**src/rtl/fetch_pkg.sv**
```systemverilog
`default_nettype none

package fetch_pkg;

    // Datapath widths
    localparam int ADDR_W  = 32;
    localparam int INSTR_W = 32;
    localparam int OPC_W   = 7;

    // PC or byte address
    typedef logic [ADDR_W-1:0]  addr_t;
    // Raw RV32I instruction word
    typedef logic [INSTR_W-1:0] instr_t;
    // Major opcode field, instr[6:0]
    typedef logic [OPC_W-1:0]   opcode_t;

    // Fetch queue depth
    // Also the number of credits fetch owns out of reset
    localparam int FQ_DEPTH = 4;
    localparam int FQ_PTR_W = $clog2(FQ_DEPTH);
    localparam int CREDIT_W = $clog2(FQ_DEPTH + 1);

    // Queue slot index
    typedef logic [FQ_PTR_W-1:0] fq_ptr_t;
    // Holds 0 to FQ_DEPTH inclusive
    typedef logic [CREDIT_W-1:0] credit_t;

    // First fetch address
    localparam addr_t RESET_PC = 32'h0000_0000;

    // Control-flow opcodes
    localparam opcode_t OPC_BRANCH = 7'b1100011;
    localparam opcode_t OPC_JAL    = 7'b1101111;
    localparam opcode_t OPC_JALR   = 7'b1100111;

    // Instruction classes seen by the front end
    typedef enum logic [1:0] {
        CLS_OTHER,
        CLS_BRANCH,
        CLS_JAL,
        CLS_JALR
    } instr_class_e;

    // Fetch queue occupancy
    typedef enum logic [1:0] {
        FQ_EMPTY,
        FQ_PARTIAL,
        FQ_FULL
    } fq_state_e;

    // Opcode to class, shared by predictor and decode
    function automatic instr_class_e classify_opcode(input opcode_t opc);
        instr_class_e cls;
        case (opc)
            OPC_BRANCH: cls = CLS_BRANCH;
            OPC_JAL:    cls = CLS_JAL;
            OPC_JALR:   cls = CLS_JALR;
            default:    cls = CLS_OTHER;
        endcase
        return cls;
    endfunction

endpackage

`default_nettype wire

```
**src/rtl/decode_stage.sv**
```systemverilog
`default_nettype none

module decode_stage (
    input  logic                    clk,
    input  logic                    rst_n,
    input  logic                    flush,
    input  logic                    q_valid,
    input  fetch_pkg::addr_t        q_pc,
    input  fetch_pkg::instr_t       q_instr,
    input  logic                    q_pred_taken,
    input  fetch_pkg::addr_t        q_next_pc,
    output logic                    pop,
    output logic                    out_valid,
    input  logic                    out_ready,
    output fetch_pkg::addr_t        out_pc,
    output fetch_pkg::instr_t       out_instr,
    output logic                    out_pred_taken,
    output fetch_pkg::addr_t        out_next_pc,
    output fetch_pkg::instr_class_e out_class
);
    import fetch_pkg::*;

    logic         valid_q;
    instr_class_e q_class;

    // Classify the head entry
    assign q_class = classify_opcode(q_instr[6:0]);

    // Take a new entry if the slot is free or drains this cycle
    // Never pop during a flush
    assign pop = q_valid && !flush && (!valid_q || out_ready);

    assign out_valid = valid_q;

    // Output valid
    always_ff @(posedge clk or negedge rst_n) begin
        if (!rst_n) begin
            valid_q <= 1'b0;
        end else if (flush) begin
            valid_q <= 1'b0;
        end else if (pop) begin
            valid_q <= 1'b1;
        end else if (out_ready) begin
            // Accepted with nothing behind it
            valid_q <= 1'b0;
        end
    end

    // Output payload
    // Loads only on pop so it holds while stalled
    always_ff @(posedge clk) begin
        if (pop) begin
            out_pc         <= q_pc;
            out_instr      <= q_instr;
            out_pred_taken <= q_pred_taken;
            out_next_pc    <= q_next_pc;
            out_class      <= q_class;
        end
    end

endmodule

`default_nettype wire

```
**src/rtl/fetch_queue.sv**
```systemverilog
`default_nettype none

module fetch_queue (
    input  logic              clk,
    input  logic              rst_n,
    input  logic              flush,
    input  logic              push,
    input  fetch_pkg::addr_t  push_pc,
    input  fetch_pkg::instr_t push_instr,
    input  logic              push_pred_taken,
    input  fetch_pkg::addr_t  push_next_pc,
    input  logic              pop,
    output logic              q_valid,
    output fetch_pkg::addr_t  q_pc,
    output fetch_pkg::instr_t q_instr,
    output logic              q_pred_taken,
    output fetch_pkg::addr_t  q_next_pc,
    output logic              credit_return
);
    import fetch_pkg::*;

    // Entry storage
    addr_t  pc_mem        [FQ_DEPTH];
    instr_t instr_mem     [FQ_DEPTH];
    logic   pred_mem      [FQ_DEPTH];
    addr_t  next_pc_mem   [FQ_DEPTH];

    fq_ptr_t   wr_ptr_q;
    fq_ptr_t   rd_ptr_q;
    fq_ptr_t   wr_ptr_inc;
    fq_ptr_t   rd_ptr_inc;
    fq_state_e state_q;
    logic      do_pop;

    // Wrapping increments
    assign wr_ptr_inc = (wr_ptr_q == fq_ptr_t'(FQ_DEPTH - 1)) ? '0 : wr_ptr_q + fq_ptr_t'(1);
    assign rd_ptr_inc = (rd_ptr_q == fq_ptr_t'(FQ_DEPTH - 1)) ? '0 : rd_ptr_q + fq_ptr_t'(1);

    // Pop only counts when something is there
    assign do_pop = pop && (state_q != FQ_EMPTY) && !flush;

    // Head of queue
    assign q_valid      = (state_q != FQ_EMPTY);
    assign q_pc         = pc_mem[rd_ptr_q];
    assign q_instr      = instr_mem[rd_ptr_q];
    assign q_pred_taken = pred_mem[rd_ptr_q];
    assign q_next_pc    = next_pc_mem[rd_ptr_q];

    // Freed slot goes back to fetch
    // Dropped entries on flush return nothing
    assign credit_return = do_pop;

    // Payload write
    always_ff @(posedge clk) begin
        if (push && !flush) begin
            pc_mem[wr_ptr_q]      <= push_pc;
            instr_mem[wr_ptr_q]   <= push_instr;
            pred_mem[wr_ptr_q]    <= push_pred_taken;
            next_pc_mem[wr_ptr_q] <= push_next_pc;
        end
    end

    // Pointers and occupancy FSM
    always_ff @(posedge clk or negedge rst_n) begin
        if (!rst_n) begin
            wr_ptr_q <= '0;
            rd_ptr_q <= '0;
            state_q  <= FQ_EMPTY;
        end else if (flush) begin
            wr_ptr_q <= '0;
            rd_ptr_q <= '0;
            state_q  <= FQ_EMPTY;
        end else if (push && !do_pop) begin
            wr_ptr_q <= wr_ptr_inc;
            state_q  <= (wr_ptr_inc == rd_ptr_q) ? FQ_FULL : FQ_PARTIAL;
        end else if (do_pop && !push) begin
            rd_ptr_q <= rd_ptr_inc;
            state_q  <= (rd_ptr_inc == wr_ptr_q) ? FQ_EMPTY : FQ_PARTIAL;
        end else if (push && do_pop) begin
            // Occupancy unchanged
            wr_ptr_q <= wr_ptr_inc;
            rd_ptr_q <= rd_ptr_inc;
        end
    end

endmodule

`default_nettype wire

```
**src/rtl/fetch_stage.sv**
```systemverilog
`default_nettype none

module fetch_stage (
    input  logic              clk,
    input  logic              rst_n,
    input  logic              redirect_valid,
    input  fetch_pkg::addr_t  redirect_pc,
    output fetch_pkg::addr_t  imem_addr,
    input  fetch_pkg::instr_t imem_rdata,
    input  logic              credit_return,
    output logic              push,
    output fetch_pkg::addr_t  push_pc,
    output fetch_pkg::instr_t push_instr,
    output logic              push_pred_taken,
    output fetch_pkg::addr_t  push_next_pc
);
    import fetch_pkg::*;

    addr_t   pc_q;
    credit_t credits_q;
    credit_t credits_d;
    addr_t   pred_next_pc;
    logic    pred_taken;

    // Predict from the word returned this cycle
    // Class and conditional flag are only needed downstream in decode
    next_pc_predictor predictor_inst (
        .pc             (pc_q),
        .instr          (imem_rdata),
        .next_pc        (pred_next_pc),
        .pred_taken     (pred_taken),
        .is_cond_branch (),
        .instr_class    ()
    );

    // Memory read is combinational
    assign imem_addr = pc_q;

    // Push needs a credit
    // A redirect kills the word fetched this cycle
    assign push = (credits_q != '0) && !redirect_valid;

    assign push_pc         = pc_q;
    assign push_instr      = imem_rdata;
    assign push_pred_taken = pred_taken;
    assign push_next_pc    = pred_next_pc;

    // One credit spent per push
    // One credit back per queue pop
    // Credits plus queue occupancy stay at FQ_DEPTH
    always_comb begin
        credits_d = credits_q;
        if (push) begin
            credits_d = credits_d - credit_t'(1);
        end
        if (credit_return) begin
            credits_d = credits_d + credit_t'(1);
        end
    end

    always_ff @(posedge clk or negedge rst_n) begin
        if (!rst_n) begin
            pc_q      <= RESET_PC;
            credits_q <= credit_t'(FQ_DEPTH);
        end else if (redirect_valid) begin
            // Queue is flushed so every credit comes home
            pc_q      <= redirect_pc;
            credits_q <= credit_t'(FQ_DEPTH);
        end else begin
            // Stall holds the PC when out of credits
            if (push) begin
                pc_q <= pred_next_pc;
            end
            credits_q <= credits_d;
        end
    end

endmodule

`default_nettype wire

```
**src/rtl/fetch_unit.sv**
```systemverilog
`default_nettype none

module fetch_unit (
    input  logic                    clk,
    input  logic                    rst_n,
    // Instruction memory
    output fetch_pkg::addr_t        imem_addr,
    input  fetch_pkg::instr_t       imem_rdata,
    // Redirect from branch resolution
    input  logic                    redirect_valid,
    input  fetch_pkg::addr_t        redirect_pc,
    // Decoded output
    output logic                    out_valid,
    input  logic                    out_ready,
    output fetch_pkg::addr_t        out_pc,
    output fetch_pkg::instr_t       out_instr,
    output logic                    out_pred_taken,
    output fetch_pkg::addr_t        out_next_pc,
    output fetch_pkg::instr_class_e out_class
);
    import fetch_pkg::*;

    // Fetch to queue
    logic   push;
    addr_t  push_pc;
    instr_t push_instr;
    logic   push_pred_taken;
    addr_t  push_next_pc;
    logic   credit_return;

    // Queue to decode
    logic   q_valid;
    addr_t  q_pc;
    instr_t q_instr;
    logic   q_pred_taken;
    addr_t  q_next_pc;
    logic   pop;

    // Producer
    fetch_stage fetch_stage_inst (
        .clk             (clk),
        .rst_n           (rst_n),
        .redirect_valid  (redirect_valid),
        .redirect_pc     (redirect_pc),
        .imem_addr       (imem_addr),
        .imem_rdata      (imem_rdata),
        .credit_return   (credit_return),
        .push            (push),
        .push_pc         (push_pc),
        .push_instr      (push_instr),
        .push_pred_taken (push_pred_taken),
        .push_next_pc    (push_next_pc)
    );

    // Buffer, flushed by redirect
    fetch_queue fetch_queue_inst (
        .clk             (clk),
        .rst_n           (rst_n),
        .flush           (redirect_valid),
        .push            (push),
        .push_pc         (push_pc),
        .push_instr      (push_instr),
        .push_pred_taken (push_pred_taken),
        .push_next_pc    (push_next_pc),
        .pop             (pop),
        .q_valid         (q_valid),
        .q_pc            (q_pc),
        .q_instr         (q_instr),
        .q_pred_taken    (q_pred_taken),
        .q_next_pc       (q_next_pc),
        .credit_return   (credit_return)
    );

    // Consumer
    decode_stage decode_stage_inst (
        .clk            (clk),
        .rst_n          (rst_n),
        .flush          (redirect_valid),
        .q_valid        (q_valid),
        .q_pc           (q_pc),
        .q_instr        (q_instr),
        .q_pred_taken   (q_pred_taken),
        .q_next_pc      (q_next_pc),
        .pop            (pop),
        .out_valid      (out_valid),
        .out_ready      (out_ready),
        .out_pc         (out_pc),
        .out_instr      (out_instr),
        .out_pred_taken (out_pred_taken),
        .out_next_pc    (out_next_pc),
        .out_class      (out_class)
    );

endmodule

`default_nettype wire

```
**src/rtl/next_pc_predictor.sv**
```systemverilog
`default_nettype none

module next_pc_predictor (
    input  fetch_pkg::addr_t       pc,
    input  fetch_pkg::instr_t      instr,
    output fetch_pkg::addr_t       next_pc,
    output logic                   pred_taken,
    output logic                   is_cond_branch,
    output fetch_pkg::instr_class_e instr_class
);
    import fetch_pkg::*;

    opcode_t opcode;
    addr_t   j_imm;
    addr_t   b_imm;
    addr_t   pc_plus4;
    addr_t   jal_target;
    addr_t   br_target;

    assign opcode = instr[6:0];

    // J-type offset, bit 0 always zero
    // imm[20|10:1|11|19:12] sits in instr[31:12]
    assign j_imm = {{11{instr[31]}},
                    instr[31],
                    instr[19:12],
                    instr[20],
                    instr[30:21],
                    1'b0};

    // B-type offset, bit 0 always zero
    // imm[12|10:5] in instr[31:25], imm[4:1|11] in instr[11:7]
    assign b_imm = {{19{instr[31]}},
                    instr[31],
                    instr[7],
                    instr[30:25],
                    instr[11:8],
                    1'b0};

    // Candidate targets
    assign pc_plus4   = pc + 32'd4;
    assign jal_target = pc + j_imm;
    assign br_target  = pc + b_imm;

    assign instr_class = classify_opcode(opcode);

    // Only B-type is conditional
    assign is_cond_branch = (instr_class == CLS_BRANCH);

    // Static prediction
    // JAL always taken, backward branch taken, forward branch not
    // JALR target unknown here so it falls through
    always_comb begin
        next_pc    = pc_plus4;
        pred_taken = 1'b0;
        case (instr_class)
            CLS_JAL: begin
                next_pc    = jal_target;
                pred_taken = 1'b1;
            end
            CLS_BRANCH: begin
                // Sign bit set means a backward offset
                if (b_imm[ADDR_W-1]) begin
                    next_pc    = br_target;
                    pred_taken = 1'b1;
                end
            end
            default: begin
                next_pc    = pc_plus4;
                pred_taken = 1'b0;
            end
        endcase
    end

endmodule

`default_nettype wire
```
**config.mk**
```make
export PLATFORM = sky130hd
export DESIGN_NAME = fetch_unit
export DESIGN_NICKNAME = d
export VERILOG_FILES = /design/src/rtl/fetch_pkg.sv /design/src/rtl/decode_stage.sv /design/src/rtl/fetch_queue.sv /design/src/rtl/fetch_stage.sv /design/src/rtl/fetch_unit.sv /design/src/rtl/next_pc_predictor.sv
export SDC_FILE = /design/constraint.sdc
export NUM_CORES = 1
export LEC_CHECK = 0
export BUFFER_PORTS_ARGS = -buffer_cell sky130_fd_sc_hd__buf_2
export CAP_MARGIN = 25
export CORE_MARGIN = 1
export CORE_UTILIZATION = 60
export DETAILED_ROUTE_END_ITERATION = 8
export PLACE_DENSITY = 0.81
export SKIP_LAST_GASP = 1
export SLEW_MARGIN = 10
export SYNTH_ARGS = -nofsm -noshare
export SYNTH_HDL_FRONTEND = slang
export SYNTH_HIERARCHICAL = 1
export SYNTH_SLANG_ARGS = --single-unit
```
**constraint.sdc**
```tcl
create_clock -name clk -period 8.4 [get_ports clk]
set_input_delay 1.68 -clock clk [delete_from_list [all_inputs] [get_ports clk]]
set_output_delay 1.68 -clock clk [all_outputs]
set_load 0.02 [all_outputs]
```
# After elaboration in Yosys (flattened, before gate mapping)
# Memories as Yosys holds them, arrays and structs flattened. A register that Yosys moved wholly into a read port is not among the register bits.
# Index checks and enable logic that the tools add are counted.
[totals] register_bits=76 ram_bits=388 in_bits=68 out_inout_bits=132 memories=4
[mem_list] memory="fetch_queue_inst.instr_mem" depth=4 width=32 read_ports=1 rd_clocked_by_memory_dff=0 wr=1 line="fetch_queue.sv:24" text="instr_t instr_mem [FQ_DEPTH];"
[mem_list] memory="fetch_queue_inst.next_pc_mem" depth=4 width=32 read_ports=1 rd_clocked_by_memory_dff=1 wr=1 line="fetch_queue.sv:26" text="addr_t next_pc_mem [FQ_DEPTH];"
[mem_list] memory="fetch_queue_inst.pc_mem" depth=4 width=32 read_ports=1 rd_clocked_by_memory_dff=1 wr=1 line="fetch_queue.sv:23" text="addr_t pc_mem [FQ_DEPTH];"
[mem_list] memory="fetch_queue_inst.pred_mem" depth=4 width=1 read_ports=1 rd_clocked_by_memory_dff=1 wr=1 line="fetch_queue.sv:25" text="logic pred_mem [FQ_DEPTH];"
[op_classes] add_sub_neg=7 eq_ne=14 muxes=31 n_reduce_logical=23
[ops] cell="32-bit 2-to-1 mux" count=3
[ops] cell="32-bit adder" count=2
[ops] cell="32-bit case mux with 2 select lines" count=1
[ops] cell="7-bit equality test (second input constant)" count=6
[ops] cell="32-bit by 3-bit adder with 32-bit output (second input constant)" count=1
[ops] cell="2-bit 2-to-1 mux" count=14
[ops] cell="3-bit nonzero test" count=5
[ops] cell="2-bit case mux with 3 select lines" count=2
[ops] cell="1-bit logical AND" count=9
[ops] cell="3-bit 2-to-1 mux" count=3
[ops] cell="1-bit 2-to-1 mux" count=7
[ops] cell="2-bit equality test (second input constant)" count=3
[ops] cell="2-bit by 1-bit adder with 2-bit output (second input constant)" count=2
[ops] cell="2-bit equality test" count=2
[ops] cell="1-bit zero test" count=4
[ops] cell="2-bit AND reduction" count=2
[ops] cell="2-bit nonzero test" count=2
[ops] cell="3-bit by 1-bit adder with 3-bit output (second input constant)" count=1
[ops] cell="3-bit by 2-bit != test with 1-bit output (second input constant)" count=1
[ops] cell="3-bit by 1-bit subtractor with 3-bit output (second input constant)" count=1
[ops] cell="2-bit by 1-bit equality test with 1-bit output (second input constant)" count=1
[ops] cell="2-bit != test (second input constant)" count=1
[ops] cell="1-bit case mux with 2 select lines" count=1
[ops] cell="1-bit logical OR" count=1

# Longest topological paths before layout
[logic_depth] ltp_word=10 depth_mapped=14 mapped_depth_nobuf=14

# By module
# The synthesis kept the hierarchy.
[modules_own_cells] module="fetch_queue" n_inst=1 cells_each=554 area_per_inst_um2=14418.8 seq_area_each_um2=11801.3
[modules_own_cells] module="next_pc_predictor" n_inst=1 cells_each=586 area_per_inst_um2=4021.4 seq_area_each_um2=0.0
[modules_own_cells] module="decode_stage" n_inst=1 cells_each=108 area_per_inst_um2=3062.9 seq_area_each_um2=2997.9
[modules_own_cells] module="fetch_stage" n_inst=1 cells_each=228 area_per_inst_um2=2178.3 seq_area_each_um2=877.1

# Worst setup path before layout
# Ideal clock, no wire load.
[synth_timing] path_kind="input -> register" startpoint="input port out_ready" endpoint="register fetch_queue_inst.state_q[0]" setup_ns=0.122 t_arrival_ns=6.935 setup_slack_ns=1.344 stages=5 path_cell_list="nor2b_4 > nor3b_2 > o21ai_2 > or4b_1 > a32o_1"
[synth_between] elab_chain_len=8 word_cells_on_any_way=10 cone_classes="2 x mux; 8 x reduce/logical"
[synth_lines] item="start, declared" line="fetch_unit.sv:14" text="input logic out_ready,"
[synth_lines] item="1-bit logical OR (*)" line="decode_stage.sv:31" text="assign pop = q_valid && !flush && (!valid_q || out_ready);"
[synth_lines] item="1-bit logical AND (*)" line="decode_stage.sv:31"
[synth_lines] item="via pop" line="fetch_unit.sv:37" text="logic pop;"
[synth_lines] item="1-bit logical AND (*) (2 in series)" line="fetch_queue.sv:40" text="assign do_pop = pop && (state_q != FQ_EMPTY) && !flush;"
[synth_lines] item="1-bit zero test" line="fetch_queue.sv:73" text="end else if (push && !do_pop) begin"
[synth_lines] item="1-bit logical AND" line="fetch_queue.sv:73"
[synth_lines] item="2-bit 2-to-1 mux" line="fetch_queue.sv:73"
[synth_lines] item="2-bit 2-to-1 mux" line="fetch_queue.sv:69" text="end else if (flush) begin"
[synth_lines] item="end signal, assigned" line="fetch_queue.sv:75" text="state_q <= (wr_ptr_inc == rd_ptr_q) ? FQ_FULL : FQ_PARTIAL;"
[synth_lines] item="end signal, assigned" line="fetch_queue.sv:78" text="state_q <= (rd_ptr_inc == wr_ptr_q) ? FQ_EMPTY : FQ_PARTIAL;"
[synth_lines] item="end, declared" line="fetch_queue.sv:32" text="fq_state_e state_q;"
# Mark *: on every way through the listed nets, which the timed path passes. The rest lies on a longest branch.
# A chain may end at the register's enable or synchronous reset.

# Worst setup path in the final report
[layout_timing] startpoint="input port imem_rdata[6]" endpoint="register fetch_stage_inst.pc_q[28] (netlist: fetch_stage_inst/imem_addr[28])"
[layout_between] elab_chain_len=6 word_cells_on_any_way=9 cone_classes="5 x eq/ne; 4 x mux"
[layout_lines] item="start, declared" line="fetch_unit.sv:8" text="input fetch_pkg::instr_t imem_rdata,"
[layout_lines] item="7-bit equality test" line="fetch_pkg.sv:54" text="case (opc)"
[layout_lines] item="2-bit case mux with 3 select lines (*)" line="fetch_pkg.sv:54"
[layout_lines] item="via fetch_stage_inst.predictor_inst.instr_class[0]" line="next_pc_predictor.sv:9" text="output fetch_pkg::instr_class_e instr_class"
[layout_lines] item="2-bit by 1-bit equality test with 1-bit output or 2-bit equality test (tied branches)" line="next_pc_predictor.sv:56" text="case (instr_class)"
[layout_lines] item="32-bit case mux with 2 select lines (*)" line="next_pc_predictor.sv:56"
[layout_lines] item="via push_next_pc[28]" line="fetch_unit.sv:28" text="addr_t push_next_pc;"
[layout_lines] item="32-bit 2-to-1 mux (*)" line="fetch_stage.sv:71" text="if (push) begin"
[layout_lines] item="32-bit 2-to-1 mux (*)" line="fetch_stage.sv:65" text="end else if (redirect_valid) begin"
[layout_lines] item="end signal, assigned" line="fetch_stage.sv:67" text="pc_q <= redirect_pc;"
[layout_lines] item="end signal, assigned" line="fetch_stage.sv:72" text="pc_q <= pred_next_pc;"
[layout_lines] item="end, declared" line="fetch_stage.sv:19" text="addr_t pc_q;"
# Mark *: on every way through the listed nets, which the timed path passes. The rest lies on a longest branch. The select of a mux whose other input is x is not followed.

==> results.json <==
{
  "synth_top_area_share_pct": 61.8,
  "vdd_drop_max_mv": 0.205,
  "final_cell_mix": "487 x edfxtp_1, 199 x buf_2, 97 x mux4_2, 78 x nand2_1, 61 x nor2_1",
  "routabilityCongestion": 0.924,
  "via_per_inst": 6.40,
  "instances_no_fill": 2180,
  "htreeDepth": 2,
  "crit_arrival_ns": 5.31,
  "grt_use_total_pct": 29.1,
  "die_h_um": 201,
  "crit_top_cell": "nor2_1",
  "drt_first_pass_iters": 6,
  "final_net_count": 1742,
  "drc": 0,
  "cp-start-kind": "input pin",
  "clk_latency_ns": 0.59,
  "critPathMaxFanout": 11,
  "finalCritPeriodShare_pct": 57.2,
  "multi_input_area_um2": 7050,
  "period_needed_ns": 4.80,
  "synth_top_area_cell": "edfxtp_1",
  "num_rows": 72,
  "status": "finished, final reports clean",
  "cts_buffers": 51,
  "setup_violations": 0,
  "layout_setup_ws_ns": 3.60,
  "worstMarginPinSlew_ns": 1.11,
  "reg2reg_depth": 8,
  "syn_nets": 1600,
  "die_w_um": 201,
  "dp_slack_ns": 3.15,
  "cts_root_buf": "clkbuf_16",
  "cts_tree": "done",
  "grt_antenna_before_repair": 4,
  "synth_ff_type": "edfxtp_1",
  "clock-sinks": 529,
  "hpwl_um": 36700,
  "vias": 13943,
  "ys_seq_area_share_pct": 66.2,
  "maxSlewViolCount": 0,
  "overflow": 0,
  "mostFrequentLayoutCell": "edfxtp_1",
  "drive_above_1_share_pct": 26.6,
  "maxCapViolCount": 0,
  "clockBufferDepth": 3,
  "dpl.cell_count": 2083,
  "ff_latch_area_um2": 15700,
  "top_usage_layer": "met2",
  "max_freq_mhz": 208,
  "grt_pass1_vias": 13652,
  "power_w": 0.00734,
  "syn2layout_area_growth_pct": 11.4,
  "synth_area_um2": 23700,
  "ys_ff_latch": 529,
  "globalRouteMet1Util_pct": 39.9,
  "hold_path_depth": 2,
  "use_met2_pct": 48.6,
  "async_flop_share_pct": 7.94,
  "synth_cell_types": 94,
  "min_path_type": "reg2reg",
  "hold_viol_final": 0,
  "ctsHoldBuffers": 0,
  "postCtsSetupBuffers": 0,
  "synth.avg_cell_area_um2": 16.0,
  "min_from": "fetch_stage_inst/credits_q[0]$_DFF_PN0_",
  "synth_area_leaders": "edfxtp_1 62%, mux4_2 9.2%, dfrtp_1 4.3%",
  "yosysWarnings": 6,
  "initialDrtViolationCount": 1221,
  "rr_startpoint": "fetch_stage_inst/credits_q[0]$_DFF_PN0_",
  "worstSetupPathType": "in2reg",
  "initial_core_util_pct": 61.0,
  "max_slew_margin_pct": 25.7,
  "cts-resized-gates": 0,
  "synth_edf_count": 487,
  "wl_um": 58200,
  "avgRoutedWirePerCell_um": 26.7,
  "grt_pass1_wl_um": 87100,
  "crit_path_cell_trace": "buf_2 -> nor2b_1 -> nand4_1 -> or2_2 -> inv_1 -> ha_1 -> nand2_1 -> nor2_1 -> nor2_1 -> o32ai_1 -> a41o_1 -> a221o_1 -> mux2i_1 -> o21ai_1",
  "fill_cells": 2511,
  "clk_pin_slew_ns": 0.06,
  "end_kind": "register",
  "critPathLaunch": "imem_rdata[6]",
  "core_um2": 38800,
  "numPortBuffers": 199,
  "leakagePower_nw": 9.18,
  "synthCells": 1476,
  "ios": 200,
  "power_density_nw_per_um2": 278,
  "fin_tns_setup_ns": 0,
  "met3_usage_pct": 4.71,
  "cpMaxStageDelayCell": "nor2_1",
  "worst_ep_required_time_ns": 8.91,
  "slowest_delay_ns": 0.96,
  "antenna_left": 0,
  "rsz0062_at_grt": "false",
  "fp.dieArea_um2": 40300,
  "grt_max_degree": 80,
  "finClkSkew_ns": 0.0156
}
==> cell families after synthesis <==
| logic type | count (synthesis) | synth area share, % |
|---|---|---|
| xor+xnor | 56 | 2.07 |
| mux | 138 | 11.0 |
| simple gates | 272 | 5.67 |
| flops | 529 | 66.2 |
| fa+ha+maj | 56 | 3.02 |
| compound gates | 263 | 7.97 |
| buf+inv | 162 | 4.11 |
==> registers in the layout, indices dropped and copies added (netlist names) <==
register                          flops
decode_stage_inst/out_class           2
decode_stage_inst/out_instr          32
decode_stage_inst/out_next_pc        32
decode_stage_inst/out_pc             32
decode_stage_inst/out_pred_taken      1
decode_stage_inst/out_valid           1
fetch_queue_inst/instr_mem          128
fetch_queue_inst/next_pc_mem        128
fetch_queue_inst/pc_mem             128
fetch_queue_inst/pred_mem             4
fetch_queue_inst/rd_ptr_q             2
fetch_queue_inst/state_q              2
fetch_queue_inst/wr_ptr_q             2
fetch_stage_inst/credits_q            3
fetch_stage_inst/imem_addr           32
==> critical path: cells and delay by family <==
| family | cells | cell delay (ns) |
|---|---|---|
| AO/OA/AOI/OAI | 4 | 0.87 |
| adder cells (fa/ha/maj) | 1 | 0.32 |
| buffers and inverters | 2 | 0.22 |
| multiplexers | 1 | 0.13 |
| AND/OR/NAND/NOR | 6 | 2.08 |
==> final timing paths <==
path                                                          endpoint  slack [ns]
setup / recovery            fetch_stage_inst/imem_addr[28]$_DFFE_PN0P_        3.60
hold / removal                 fetch_stage_inst/credits_q[0]$_DFF_PN0_        0.56
setup reg to reg           fetch_queue_inst/instr_mem[1][18]$_DFFE_PP_        4.34
hold reg to reg                fetch_stage_inst/credits_q[0]$_DFF_PN0_        0.56
max in group asynchronous     fetch_queue_inst/rd_ptr_q[1]$_DFFE_PN0P_        6.65
min in group asynchronous   fetch_stage_inst/imem_addr[24]$_DFFE_PN0P_        1.18
==> metrics by stage <==
stage               instance area, um^2  util, %  hold WS [ns]
detailed placement                24600     63.5         0.539
global route                      26400     67.9         0.595
floorplan                         23700        -         0.509
CTS                               26400     67.9         0.559
global placement                  24600     63.5         0.532
finish                            26400     67.9         0.562
==> synthesized netlist by cell type, types with 7 or more instances <==
master    count
a211oi_1      8
a21o_1       16
a21oi_1      37
a22oi_1       7
a31oi_1       7
and2_1       12
and3_1       13
buf_2        17
buf_4        76
clkbuf_1     27
dfrtp_1      41
edfxtp_1    487
ha_1         54
inv_1        33
mux2i_1      41
mux4_2       97
nand2_1      78
nand2b_1     10
nand3_1      30
nand4_1      13
nor2_1       61
nor3_1       17
o211ai_1     15
o21ai_0      52
o21ai_1      27
o22ai_1      15
or3_1         8
xnor2_1      30
xor2_1       26
==> area by class of cell <==
cell class / count / area share [%]
Antenna cell: 2 / 0.0190
Timing Repair Buffer: 217 / 4.29
Sequential cell: 529 / 59.5
Inverter: 34 / 0.484
Multi-Input combinational cell: 785 / 26.7
Clock buffer: 78 / 5.96
Clock inverter: 17 / 0.588
Tap cell: 518 / 2.46
==> report_power, final <==
group	switching, W	total, W	internal (W)
registers	0.000208	0.00346	0.00325
logic	0.000989	0.00157	0.000577
clock network	0.000957	0.00231	0.00136
==> layer usage <==
layer  up-vias  share of wire (%)
li1       6055                  -
met5         -              0.022
met1      7063                 39
met3       109                7.6
met4         2                2.5
met2       714                 51
No activity file was read; power rests on OpenSTA's default activity.
